File: src/rtl/mac_pkg.sv
package mac_pkg;

   // Operation applied to the 48-bit result register
   // Two bits wide, the same encoding at every stage
   typedef enum logic [1:0] {
      MAC_LOAD  = 2'd0,   // P <= A*B
      MAC_ACC   = 2'd1,   // P <= P + A*B
      MAC_SUB   = 2'd2,   // P <= P - A*B
      MAC_CLEAR = 2'd3    // P <= 0, operands don't matter
   } mac_op_e;

   // Opcode stage register
   // Sits in step with the operand registers of the multiplier, so op
   // and valid arrive at the accumulator in the same cycle as the
   // product they belong to
   typedef struct packed {
      logic    valid;     // One cycle per accepted toggle
      mac_op_e op;        // Latched alongside the operands
   } mac_issue_t;

   // Layout is valid in bit 2, op in bits 1:0

endpackage
File: src/rtl/mac_top.sv
`timescale 1ns/1ps

module mac_top #(
   parameter int A_WIDTH = 18,   // Operand A width
   parameter int B_WIDTH = 18,   // Operand B width
   parameter int P_WIDTH = 48    // Result width, at least A_WIDTH + B_WIDTH
) (
   input  logic                      clk,
   input  logic                      rst_n,
   input  logic signed [A_WIDTH-1:0] data_a,
   input  logic signed [B_WIDTH-1:0] data_b,
   input  mac_pkg::mac_op_e          op,
   input  logic                      activate_mac,  // Toggle to request
   output logic signed [P_WIDTH-1:0] data_p,
   output logic                      p_valid
);

   import mac_pkg::*;

   logic                      operand_en;   // Strobe from toggle detect
   mac_issue_t                issue;        // Opcode stage to accumulator
   logic signed [P_WIDTH-1:0] product;      // Multiplier to accumulator

   // Control
   // Toggle to strobe, plus the registered opcode
   mac_ctrl u_ctrl (
      .clk          (clk),
      .rst_n        (rst_n),
      .activate_mac (activate_mac),
      .op           (op),
      .operand_en   (operand_en),
      .issue        (issue)
   );

   // Operand registers and multiplier
   mac_mult_stage #(
      .A_WIDTH (A_WIDTH),
      .B_WIDTH (B_WIDTH),
      .P_WIDTH (P_WIDTH)
   ) u_mult (
      .clk        (clk),
      .rst_n      (rst_n),
      .operand_en (operand_en),
      .data_a     (data_a),
      .data_b     (data_b),
      .product    (product)
   );

   // Post-adder and result register
   mac_accumulator #(
      .P_WIDTH (P_WIDTH)
   ) u_acc (
      .clk     (clk),
      .rst_n   (rst_n),
      .issue   (issue),
      .product (product),
      .data_p  (data_p),     // Valid two edges after the request edge
      .p_valid (p_valid)
   );

endmodule

File: src/rtl/mac_accumulator.sv
`timescale 1ns/1ps

module mac_accumulator #(
   parameter int P_WIDTH = 48
) (
   input  logic                      clk,
   input  logic                      rst_n,
   input  mac_pkg::mac_issue_t       issue,     // valid and op from the control
   input  logic signed [P_WIDTH-1:0] product,   // Sign-extended A*B
   output logic signed [P_WIDTH-1:0] data_p,
   output logic                      p_valid    // One cycle per result
);

   import mac_pkg::*;

   logic signed [P_WIDTH-1:0] p_q;      // Result register
   logic signed [P_WIDTH-1:0] p_sum;
   logic signed [P_WIDTH-1:0] p_diff;
   logic signed [P_WIDTH-1:0] p_next;   // Post-adder output
   logic                      valid_q;

   // Post-adder
   // Both paths wrap modulo 2**P_WIDTH, no saturation and no carry out
   assign p_sum  = p_q + product;
   assign p_diff = p_q - product;

   // Opcode select
   always_comb begin
      case (issue.op)
         MAC_LOAD:  p_next = product;      // Fresh start from the product
         MAC_ACC:   p_next = p_sum;
         MAC_SUB:   p_next = p_diff;
         MAC_CLEAR: p_next = '0;           // Product ignored
         default:   p_next = p_q;
      endcase
   end

   // Result register
   // Written only when a request arrives, holds through idle cycles
   always_ff @(posedge clk or negedge rst_n) begin
      if (!rst_n) begin
         p_q <= '0;
      end else if (issue.valid) begin
         p_q <= p_next;
      end
   end

   // Result strobe, a one-cycle delayed copy of issue.valid
   // Back-to-back requests give back-to-back strobes
   always_ff @(posedge clk or negedge rst_n) begin
      if (!rst_n) begin
         valid_q <= 1'b0;
      end else begin
         valid_q <= issue.valid;
      end
   end

   assign data_p  = p_q;
   assign p_valid = valid_q;

endmodule

File: src/rtl/mac_mult_stage.sv
`timescale 1ns/1ps

module mac_mult_stage #(
   parameter int A_WIDTH = 18,
   parameter int B_WIDTH = 18,
   parameter int P_WIDTH = 48
) (
   input  logic                      clk,
   input  logic                      rst_n,
   input  logic                      operand_en,   // Shared CE for A and B
   input  logic signed [A_WIDTH-1:0] data_a,
   input  logic signed [B_WIDTH-1:0] data_b,
   output logic signed [P_WIDTH-1:0] product      // Combinational from the registers
);

   // Full precision of a signed A x B product
   localparam int M_WIDTH = A_WIDTH + B_WIDTH;

   logic signed [A_WIDTH-1:0] a_q;
   logic signed [B_WIDTH-1:0] b_q;
   logic signed [M_WIDTH-1:0] mult;

   // Operand registers
   // Only loaded on a request, otherwise the last operands are held
   always_ff @(posedge clk or negedge rst_n) begin
      if (!rst_n) begin
         a_q <= '0;
         b_q <= '0;
      end else if (operand_en) begin
         a_q <= data_a;
         b_q <= data_b;
      end
   end

   // Signed multiply, both sides signed so the sign bit is handled
   // Most negative times most negative still fits in M_WIDTH
   assign mult = a_q * b_q;

   // Sign extend up to the result width
   assign product = P_WIDTH'(mult);

endmodule

File: src/rtl/mac_ctrl.sv
`timescale 1ns/1ps

module mac_ctrl (
   input  logic                clk,
   input  logic                rst_n,
   input  logic                activate_mac,  // Level input, every change is a request
   input  mac_pkg::mac_op_e    op,
   output logic                operand_en,    // Operand register enable
   output mac_pkg::mac_issue_t issue          // To the accumulator
);

   import mac_pkg::*;

   logic       act_q;      // activate_mac as sampled at the previous edge
   mac_issue_t issue_d;    // Next value of the opcode stage
   mac_issue_t issue_q;

   // Toggle detect
   // Any difference between the live level and the last sample is one
   // request, so a change on every cycle still gives one strobe each
   assign operand_en = activate_mac ^ act_q;

   always_ff @(posedge clk or negedge rst_n) begin
      if (!rst_n) begin
         act_q <= 1'b0;
      end else begin
         act_q <= activate_mac;    // Strobe drops after one cycle
      end
   end

   // Opcode stage
   // valid follows the strobe, op is only taken on a request so an idle
   // cycle keeps the last opcode
   always_comb begin
      issue_d.valid = operand_en;
      issue_d.op    = issue_q.op;
      if (operand_en) begin
         issue_d.op = op;          // Capture with the operands
      end
   end

   always_ff @(posedge clk or negedge rst_n) begin
      if (!rst_n) begin
         issue_q.valid <= 1'b0;
         issue_q.op    <= MAC_LOAD;
      end else begin
         issue_q <= issue_d;
      end
   end

   assign issue = issue_q;

   // Pipeline relation at the ports
   //   edge E1: operands and issue captured while operand_en is high
   //   edge E2: accumulator writes data_p and raises p_valid
   // Nothing here stalls, every toggle makes it through

endmodule

File: config.mk
export PLATFORM = sky130hd
export DESIGN_NAME = mac_top
export DESIGN_NICKNAME = d
export VERILOG_FILES = /design/src/rtl/mac_pkg.sv /design/src/rtl/mac_top.sv /design/src/rtl/mac_accumulator.sv /design/src/rtl/mac_mult_stage.sv /design/src/rtl/mac_ctrl.sv
export SDC_FILE = /design/constraint.sdc
export NUM_CORES = 1
export LEC_CHECK = 0
export BUFFER_PORTS_ARGS = -buffer_cell sky130_fd_sc_hd__buf_2
export CAP_MARGIN = 20
export CORE_MARGIN = 2
export CORE_UTILIZATION = 37
export DETAILED_ROUTE_END_ITERATION = 16
export GPL_TIMING_DRIVEN = 1
export PLACE_DENSITY = 0.58
export SYNTH_ARGS = -nofsm -noshare
export SYNTH_HDL_FRONTEND = slang
export SYNTH_SLANG_ARGS = --single-unit
File: constraint.sdc
create_clock -name clk -period 14.8 [get_ports clk]
set_input_delay 2.96 -clock clk [delete_from_list [all_inputs] [get_ports clk]]
set_output_delay 2.96 -clock clk [all_outputs]
set_load 0.1 [all_outputs]
==> impl_metrics.ini, run 1 <==
[run_status]
outcome = finished clean

[cts]
cts.path.max_buffers = 2
root_buffer = clkbuf_16
clock_latency_ns = 0.40
numCtsBuffers = 9
htree_levels = 3
path_clk_slew_ns = 0.09
cts_tree = built
post_cts_buffers = 0
ctsResizeCount = 0
numClockSinks = 89
ctsHoldBuffers = 0

[setup_path]
crit_path_end_kind = register
cpMaxStageDelayCell = dfrtp_1
crit_path_max_incr_delay_ns = 0.80
critical-path-top-delay-family = adder cells
critPathMaxFanout = 19
worstSetupStartpointType = register
cp_common_cell = inv_1
worst-path-buf-inv = 8
cp.arrival_ns = 11.23
crit_type = register to register
cp.required_ns = 15.08

[timing]
worst_slack_ns = 3.85
slew_viol_final = 0
setup_viol = 0
tightest_slew_ns = 1.13
skew_ns = 0.0224
max_slew_margin_pct = 23.5
timing.final.crit_period_ns = 10.95
hold_violations = 0
max_freq_mhz = 91.3
finalCritPeriodShare_pct = 74.0
rsz0062_at_grt = false
finalSetupTns_ns = 0

[floorplan]
io_pins = 90
start_util_pct = 37.3
die_area_um2 = 54400
die_x_um = 233
core_area_um2 = 52200
die-height_um = 233
placementRows = 84

[synthesis]
syn_nets = 2719
yosys.cell_types.count = 79
ys_seq_area_share_pct = 11.4
yosys_warnings = 0
synthSimpleGateAreaFrac_pct = 16.5
synth_compound_area_share_pct = 12.6
synthMuxAreaShare_pct = 2.29
synthAdderAreaFrac_pct = 43.1
synth_seq_cells = 89
synthArstFlopShare_pct = 100
synth_top_family_by_area = adder cells
syn_area_um2 = 19500
synthCells = 2205
synth_xor_area_share_pct = 4.37
ys.flop_type = dfrtp_1
avgSynthCellArea_um2 = 8.83
synth_edf_count = 0

[placed_design]
place_inst = 2885
place_hpwl_mm = 42.1
preCtsSetupSlack_ns = 3.86
gp_congestion = 0.910
portBuffers = 89

[cells_and_area]
stdcell_count = 2903
layout_common_cells = 389 x inv_1, 330 x fa_1, 198 x nand2_1, 168 x and2_1, 143 x ha_1
layout_commonest_cell = inv_1
fin_util_pct = 39.7
diodes = 0
drive_gt1_share_pct = 7.86
area_delta_synth_final_pct = 6.67
nets = 2724

[global_routing]
grt_pass1_wl_mm = 87.5
grt_use_total_pct = 20.5
grt_max_degree = 87
grt_overflow = 0
grt_antenna_before_repair = 0
grt_pass1_vias = 15900

[detailed_routing]
first_pass_iters = 5
drcViolationCount = 0
vias = 15100
routed_wl_mm = 52.7
first_iter_violations = 851
viasPerCell = 5.21
ant_nets = 0
post_drt_wl_per_cell_um = 18.2

[run]
maxCapViolCount = 0

[hold_path]
hp-class = register to register
[routing by layer]
metal | part of all wire (%) | routed length, um | global-route usage, %
met5 | 0 | 0 | 0
met4 | 0.94 | 495 | 3.44
met3 | 6.5 | 3440 | 4.17
met2 | 46 | 24500 | 33.2
met1 | 46 | 24300 | 28.6
[final cells by class]
class | count | area, um2
repair buffers | 97 | 503
multi-input cells | 1623 | 15400
clock inverters | 7 | 96.3
well taps | 688 | 861
flip-flops and latches | 89 | 2230
fillers | 5251 | 31500
clock buffers | 9 | 225
inverters | 390 | 1460
[sequential cells by signal, summed over array words and instances (netlist names)]
| name | cells |
|---|---|
| u_acc.data_p | 48 |
| u_mult.a_q | 18 |
| u_mult.b_q | 18 |
| u_ctrl.issue | 3 |
| u_acc.p_valid | 1 |
| u_ctrl.act_q | 1 |
[Yosys cell counts (all sizes together), types with 3 or more instances]
master,instances,area [um2]
nand4,9,56.3
o31ai,4,30.0
nor2b,16,100
a31o,5,43.8
buf,12,72.6
fa,330,6610
o41ai,4,35.0
nand2b,17,106
nand3b,7,52.6
inv,389,1460
and2,168,1050
a221oi,3,26.3
dfrtp,89,2230
a211oi,13,128
nor4,7,50.1
nand2,198,743
nor3,26,141
nand3,18,103
a211o,4,35.0
a21oi,133,677
a21boi,3,22.5
o211ai,10,88.8
o21a,16,120
o21bai,11,86.3
a22oi,21,158
nor2,124,465
nor3b,9,67.6
o2111ai,6,52.6
xor2,17,149
a31oi,16,106
and3,12,81.3
mux2i,4,40.0
mux2,36,405
a21o,37,278
or3,12,75.1
a311oi,6,52.6
xnor2,80,701
clkbuf,91,342
or4,4,33.8
a32oi,3,26.3
nor4b,3,26.3
o21ai,64,320
ha,143,1790
[stage by stage]
stage                     instance area [um2]  hold slack, ns
after floorplan                         19500           0.407
after global placement                  20400           0.529
after detailed placement                20400           0.528
after CTS                               20700           0.545
after global routing                    20800           0.561
final                                   20800           0.549
[cell families (layout without fill, tap and decap cells)]
kind of cell | after synthesis | count (layout)
compound gates | 375 | 375
fa+ha+maj | 473 | 473
simple gates | 638 | 638
xor+xnor | 97 | 97
mux | 40 | 40
flops | 89 | 89
buf+inv | 493 | 503
[worst paths after layout]
check / start / endpoint / slack (ns) / cells after the start
setup reg to reg: u_mult.b_q[0] / u_acc.data_p[46] / 3.85 / 37
setup / recovery: u_mult.b_q[0] / u_acc.data_p[46] / 3.85 / 37
hold reg to reg: u_acc.data_p[47] / u_acc.data_p[47] / 0.55 / 1
min in group asynchronous: rst_n / u_acc.data_p[34] / 2.59 / 1
max in group asynchronous: rst_n / u_mult.b_q[2] / 11.02 / 2
hold / removal: u_acc.data_p[47] / u_acc.data_p[47] / 0.55 / 1
Power of run 1 is not shown: default switching activity piles up to over one toggle a cycle in this logic, so the estimate is an artifact.
==> run 2: changes to the inputs <==
==> constraint.sdc (replaced) <==
create_clock -name clk -period 11.28 [get_ports clk]
set_input_delay 2.256 -clock clk [delete_from_list [all_inputs] [get_ports clk]]
set_output_delay 2.256 -clock clk [all_outputs]
set_load 0.1 [all_outputs]
==> run 2 against run 1 <==
Global-route usage about the same. First-iteration DRC count grew 6.9%. Clock skew barely moved. Largest cell class unchanged. Utilization is 0.16 points higher. Via count up 0.29%. Hold slack better by 0.0052 ns. Final area up 0.40%.
==> impl_metrics.ini, run 2 (same netlist as run 1, synthesis figures left out) <==
[run_status]
outcome = finished clean

[cells_and_area]
diodes = 0
fin_util_pct = 39.9
nets = 2736
fillers = 5205
layout_commonest_cell = inv_1
largest_reg_flops = 48
drive_gt1_share_pct = 8.89
layout_common_cells = 389 x inv_1, 330 x fa_1, 198 x nand2_1, 168 x and2_1, 143 x ha_1
area_delta_synth_final_pct = 7.10

[global_routing]
grt_use_total_pct = 20.5
grt_antenna_before_repair = 0
grt_pass1_vias = 16000
grt_max_degree = 87
grt_overflow = 0
grt_pass1_wl_mm = 87.4

[detailed_routing]
top_layer = met4
vias = 15200
met3WireLength_mm = 3.21
post_drt_wl_per_cell_um = 18.2
first_iter_violations = 910
routed_wl_mm = 53.0
ant_nets = 0
drcViolationCount = 0
first_pass_iters = 6
wl_met2_mm = 24.5
routedLengthMet1_mm = 24.5
viasPerCell = 5.20

[timing]
holdWs_ns = 0.554
skew_ns = 0.0220
slew_viol_final = 0
worst_slack_ns = 0.688
max_freq_mhz = 94.4
tightest_slew_ns = 1.09
finalCritPeriodShare_pct = 93.9
hold_violations = 0
timing.final.crit_period_ns = 10.59
finalSetupTns_ns = 0
rsz0062_at_grt = false
setup_viol = 0
max_slew_margin_pct = 26.2

[setup_path]
worst-path-buf-inv = 4
crit_type = register to register
cpMaxStageDelayCell = dfrtp_1
worstSetupStartpointType = register
cp_common_cell = fa_1
cp.arrival_ns = 10.88
cp.required_ns = 11.57
critPathMaxFanout = 19
crit_path_end_kind = register
r2r_setup_slack_ns = 0.69
critical-path-top-delay-family = adder cells
crit_path_max_incr_delay_ns = 0.65

[cts]
post_cts_buffers = 0
path_clk_slew_ns = 0.08
clock_latency_ns = 0.40
htree_levels = 3
cts_tree = built
cts.path.max_buffers = 2
root_buffer = clkbuf_16
numCtsBuffers = 9
numClockSinks = 89

[run]
maxCapViolCount = 0

[floorplan]
placementRows = 84
core_area_um2 = 52200
die_area_um2 = 54400
start_util_pct = 37.3
io_pins = 90
die_x_um = 233
die-height_um = 233

[placed_design]
preCtsSetupSlack_ns = 0.482
portBuffers = 89
place_hpwl_mm = 42.4
gp_congestion = 0.894

[hold_path]
hp-class = register to register
## run 2: cell types whose count changed in the layout (fill, tap and decap cells not counted), sizes merged
cell | before | now
inv | 392 | 391
buf | 95 | 109
clkinv | 3 | 4
clkbuf | 11 | 10
bufinv | 1 | 0
## run 2: final cells by class
type	instances	area [um2]	area share, %
Inverter	390	1460	7.02
Multi-Input combinational cell	1623	15400	73.9
Clock inverter	6	52.6	0.252
Clock buffer	10	229	1.10
Sequential cell	89	2240	10.8
Timing Repair Buffer	109	598	2.87
Tap cell	688	861	4.13
## run 2: what timing repair did
| action | in CTS | in global routing |
|---|---|---|
| resized for setup | 0 | 13 |
| hold endpoints to repair | 0 | 0 |
| endpoints found under the setup margin | 0 | 4 |
| hold buffers | 0 | 0 |
## run 2: per-stage QoR
step,instances,area [um2]
final,2915,20800
after global routing,2915,20800
after CTS,2915,20800
after detailed placement,2899,20500
after global placement,2899,20500
after floorplan,2205,19500
## run 2: layer usage
| layer | up-vias | global-route usage (%) |
|---|---|---|
| li1 | 7056 | - |
| met1 | 7621 | 29.0 |
| met2 | 432 | 32.8 |
| met3 | 47 | 3.65 |
| met4 | 0 | 4.18 |
| met5 | - | 0 |
## run 2: path summary, 6_finish.rpt
check                                 start                to  cells after the start
hold reg to reg            u_acc.data_p[47]  u_acc.data_p[47]                      1
setup / recovery              u_mult.b_q[6]  u_acc.data_p[46]                     35
max in group asynchronous             rst_n    u_mult.a_q[10]                      2
setup reg to reg              u_mult.b_q[6]  u_acc.data_p[46]                     35
min in group asynchronous             rst_n  u_acc.data_p[14]                      1
hold / removal             u_acc.data_p[47]  u_acc.data_p[47]                      1
Power of run 2 is left out for the same reason.
==> run 3: changes to the inputs <==
--- a/config.mk
+++ b/config.mk
@@ -8,10 +8,10 @@
 export BUFFER_PORTS_ARGS = -buffer_cell sky130_fd_sc_hd__buf_2
 export CAP_MARGIN = 20
 export CORE_MARGIN = 2
-export CORE_UTILIZATION = 37
+export CORE_UTILIZATION = 40
 export DETAILED_ROUTE_END_ITERATION = 16
 export GPL_TIMING_DRIVEN = 1
-export PLACE_DENSITY = 0.58
+export PLACE_DENSITY = 0.61
 export SYNTH_ARGS = -nofsm -noshare
 export SYNTH_HDL_FRONTEND = slang
 export SYNTH_SLANG_ARGS = --single-unit
==> run 3 against run 2 <==
Hold slack worse by 0.023 ns. Setup slack lost 0.054 ns. Cell count fell by 2.6%. Count of clock-buffer cells in the layout increased by 1. Fmax is 0.51% lower. Sequential share of layout area rose by 0.072 points. Utilization rose by 3.4 points. Critical endpoint is now u_acc.data_p[47]. Highest routed layer is now met5.
==> impl_metrics.ini, run 3 (same netlist as run 1, synthesis figures left out) <==
[run_status]
outcome = finished clean

[timing]
slew_viol_final = 0
max_slew_margin_pct = 31.7
tightest_slew_ns = 1.02
finalCritPeriodShare_pct = 94.4
timing.final.crit_period_ns = 10.65
hold_violations = 0
rsz0062_at_grt = false
skew_ns = 0.0150
max_freq_mhz = 93.9
finalSetupTns_ns = 0
setup_viol = 0

[cts]
htree_levels = 3
ctsHoldBuffers = 0
cts_tree = built
cts.path.max_buffers = 2
numClockSinks = 89
clock_latency_ns = 0.40
numCtsBuffers = 9
path_clk_slew_ns = 0.08
root_buffer = clkbuf_16

[floorplan]
core_area_um2 = 47800
io_pins = 90
die_x_um = 225
die_area_um2 = 50400
placementRows = 80
start_util_pct = 40.7
die-height_um = 225

[setup_path]
critical-path-top-delay-family = adder cells
cp.required_ns = 11.57
cp.arrival_ns = 10.94
cpMaxStageDelayCell = dfrtp_1
worstSetupStartpointType = register
crit_path_max_incr_delay_ns = 0.81
crit_type = register to register
cp_common_cell = fa_1
worst-path-buf-inv = 3
crit_path_end_kind = register
critPathMaxFanout = 19

[detailed_routing]
vias = 15100
first_iter_violations = 910
first_pass_iters = 5
routed_wl_mm = 51.5
viasPerCell = 5.32
drcViolationCount = 0
ant_nets = 0
post_drt_wl_per_cell_um = 18.2

[global_routing]
grt_pass1_vias = 15800
grt_pass1_wl_mm = 84.9
grt_max_degree = 61
grt_use_total_pct = 21.4
grt_antenna_before_repair = 2
grt_overflow = 0

[placed_design]
portBuffers = 89
place_hpwl_mm = 41.6
gp_congestion = 0.906

[cells_and_area]
largest_reg_flops = 48
layout_commonest_cell = inv_1
area_delta_synth_final_pct = 6.51
multi_input_area_um2 = 15400
diodes = 0
drive_gt1_share_pct = 8.82
fillers = 4702
nets = 2732
layout_common_cells = 389 x inv_1, 330 x fa_1, 198 x nand2_1, 168 x and2_1, 143 x ha_1
ff_latch_area_um2 = 2240

[run]
maxCapViolCount = 0

[hold_path]
hp-class = register to register
[run 3: cell types whose count changed in the layout (fill, tap and decap cells not counted), sizes merged]
| cell | before | now |
|---|---|---|
| clkinv | 4 | 2 |
| buf | 109 | 104 |
| clkinvlp | 1 | 0 |
| clkbuf | 10 | 12 |
| inv | 391 | 393 |
[run 3: path summary, 6_finish.rpt]
check	from	to	slack, ns	cells past startpoint
min in group asynchronous	rst_n	u_mult.a_q[16]	1.84	1
hold reg to reg	u_acc.data_p[47]	u_acc.data_p[47]	0.53	1
hold / removal	u_acc.data_p[47]	u_acc.data_p[47]	0.53	1
setup reg to reg	u_mult.b_q[5]	u_acc.data_p[47]	0.63	35
max in group asynchronous	rst_n	u_ctrl.issue[2]	8.14	2
setup / recovery	u_mult.b_q[5]	u_acc.data_p[47]	0.63	35
[run 3: per-layer routing]
layer | GRT usage [%] | share of wire [%]
met1 | 29.9 | 45
met2 | 34.6 | 46
met3 | 4.56 | 6.8
met4 | 4.21 | 1.6
met5 | 0 | 0.025
[run 3: repair_timing]
| item | 4_1_cts | 5_1_grt |
|---|---|---|
| buffers inserted | 0 | 0 |
| setup endpoints to repair | 0 | 4 |
| resized for setup | 0 | 15 |
[run 3: through the flow]
| stage | cells | setup WS (ns) | hold WS, ns | area [um2] | utilization (%) |
|---|---|---|---|---|---|
| after floorplan | 2205 | 1.55 | 0.407 | 19500 | - |
| after global placement | 2821 | 0.630 | 0.520 | 20400 | 42.6 |
| after detailed placement | 2821 | 0.419 | 0.511 | 20400 | 42.6 |
| after CTS | 2837 | 0.380 | 0.531 | 20700 | 43.2 |
| after global routing | 2838 | 0.00508 | 0.545 | 20700 | 43.3 |
| final | 2838 | 0.634 | 0.531 | 20700 | 43.3 |
[run 3: layout make-up]
class                      count  area share, %
multi-input combinational   1623           74.3
tap                          615           3.71
inverter                     390           7.06
timing repair buffer         105           2.73
sequential                    89           10.8
clock buffer                  11           1.17
clock inverter                 5          0.217
Power of run 3 is left out for the same reason.
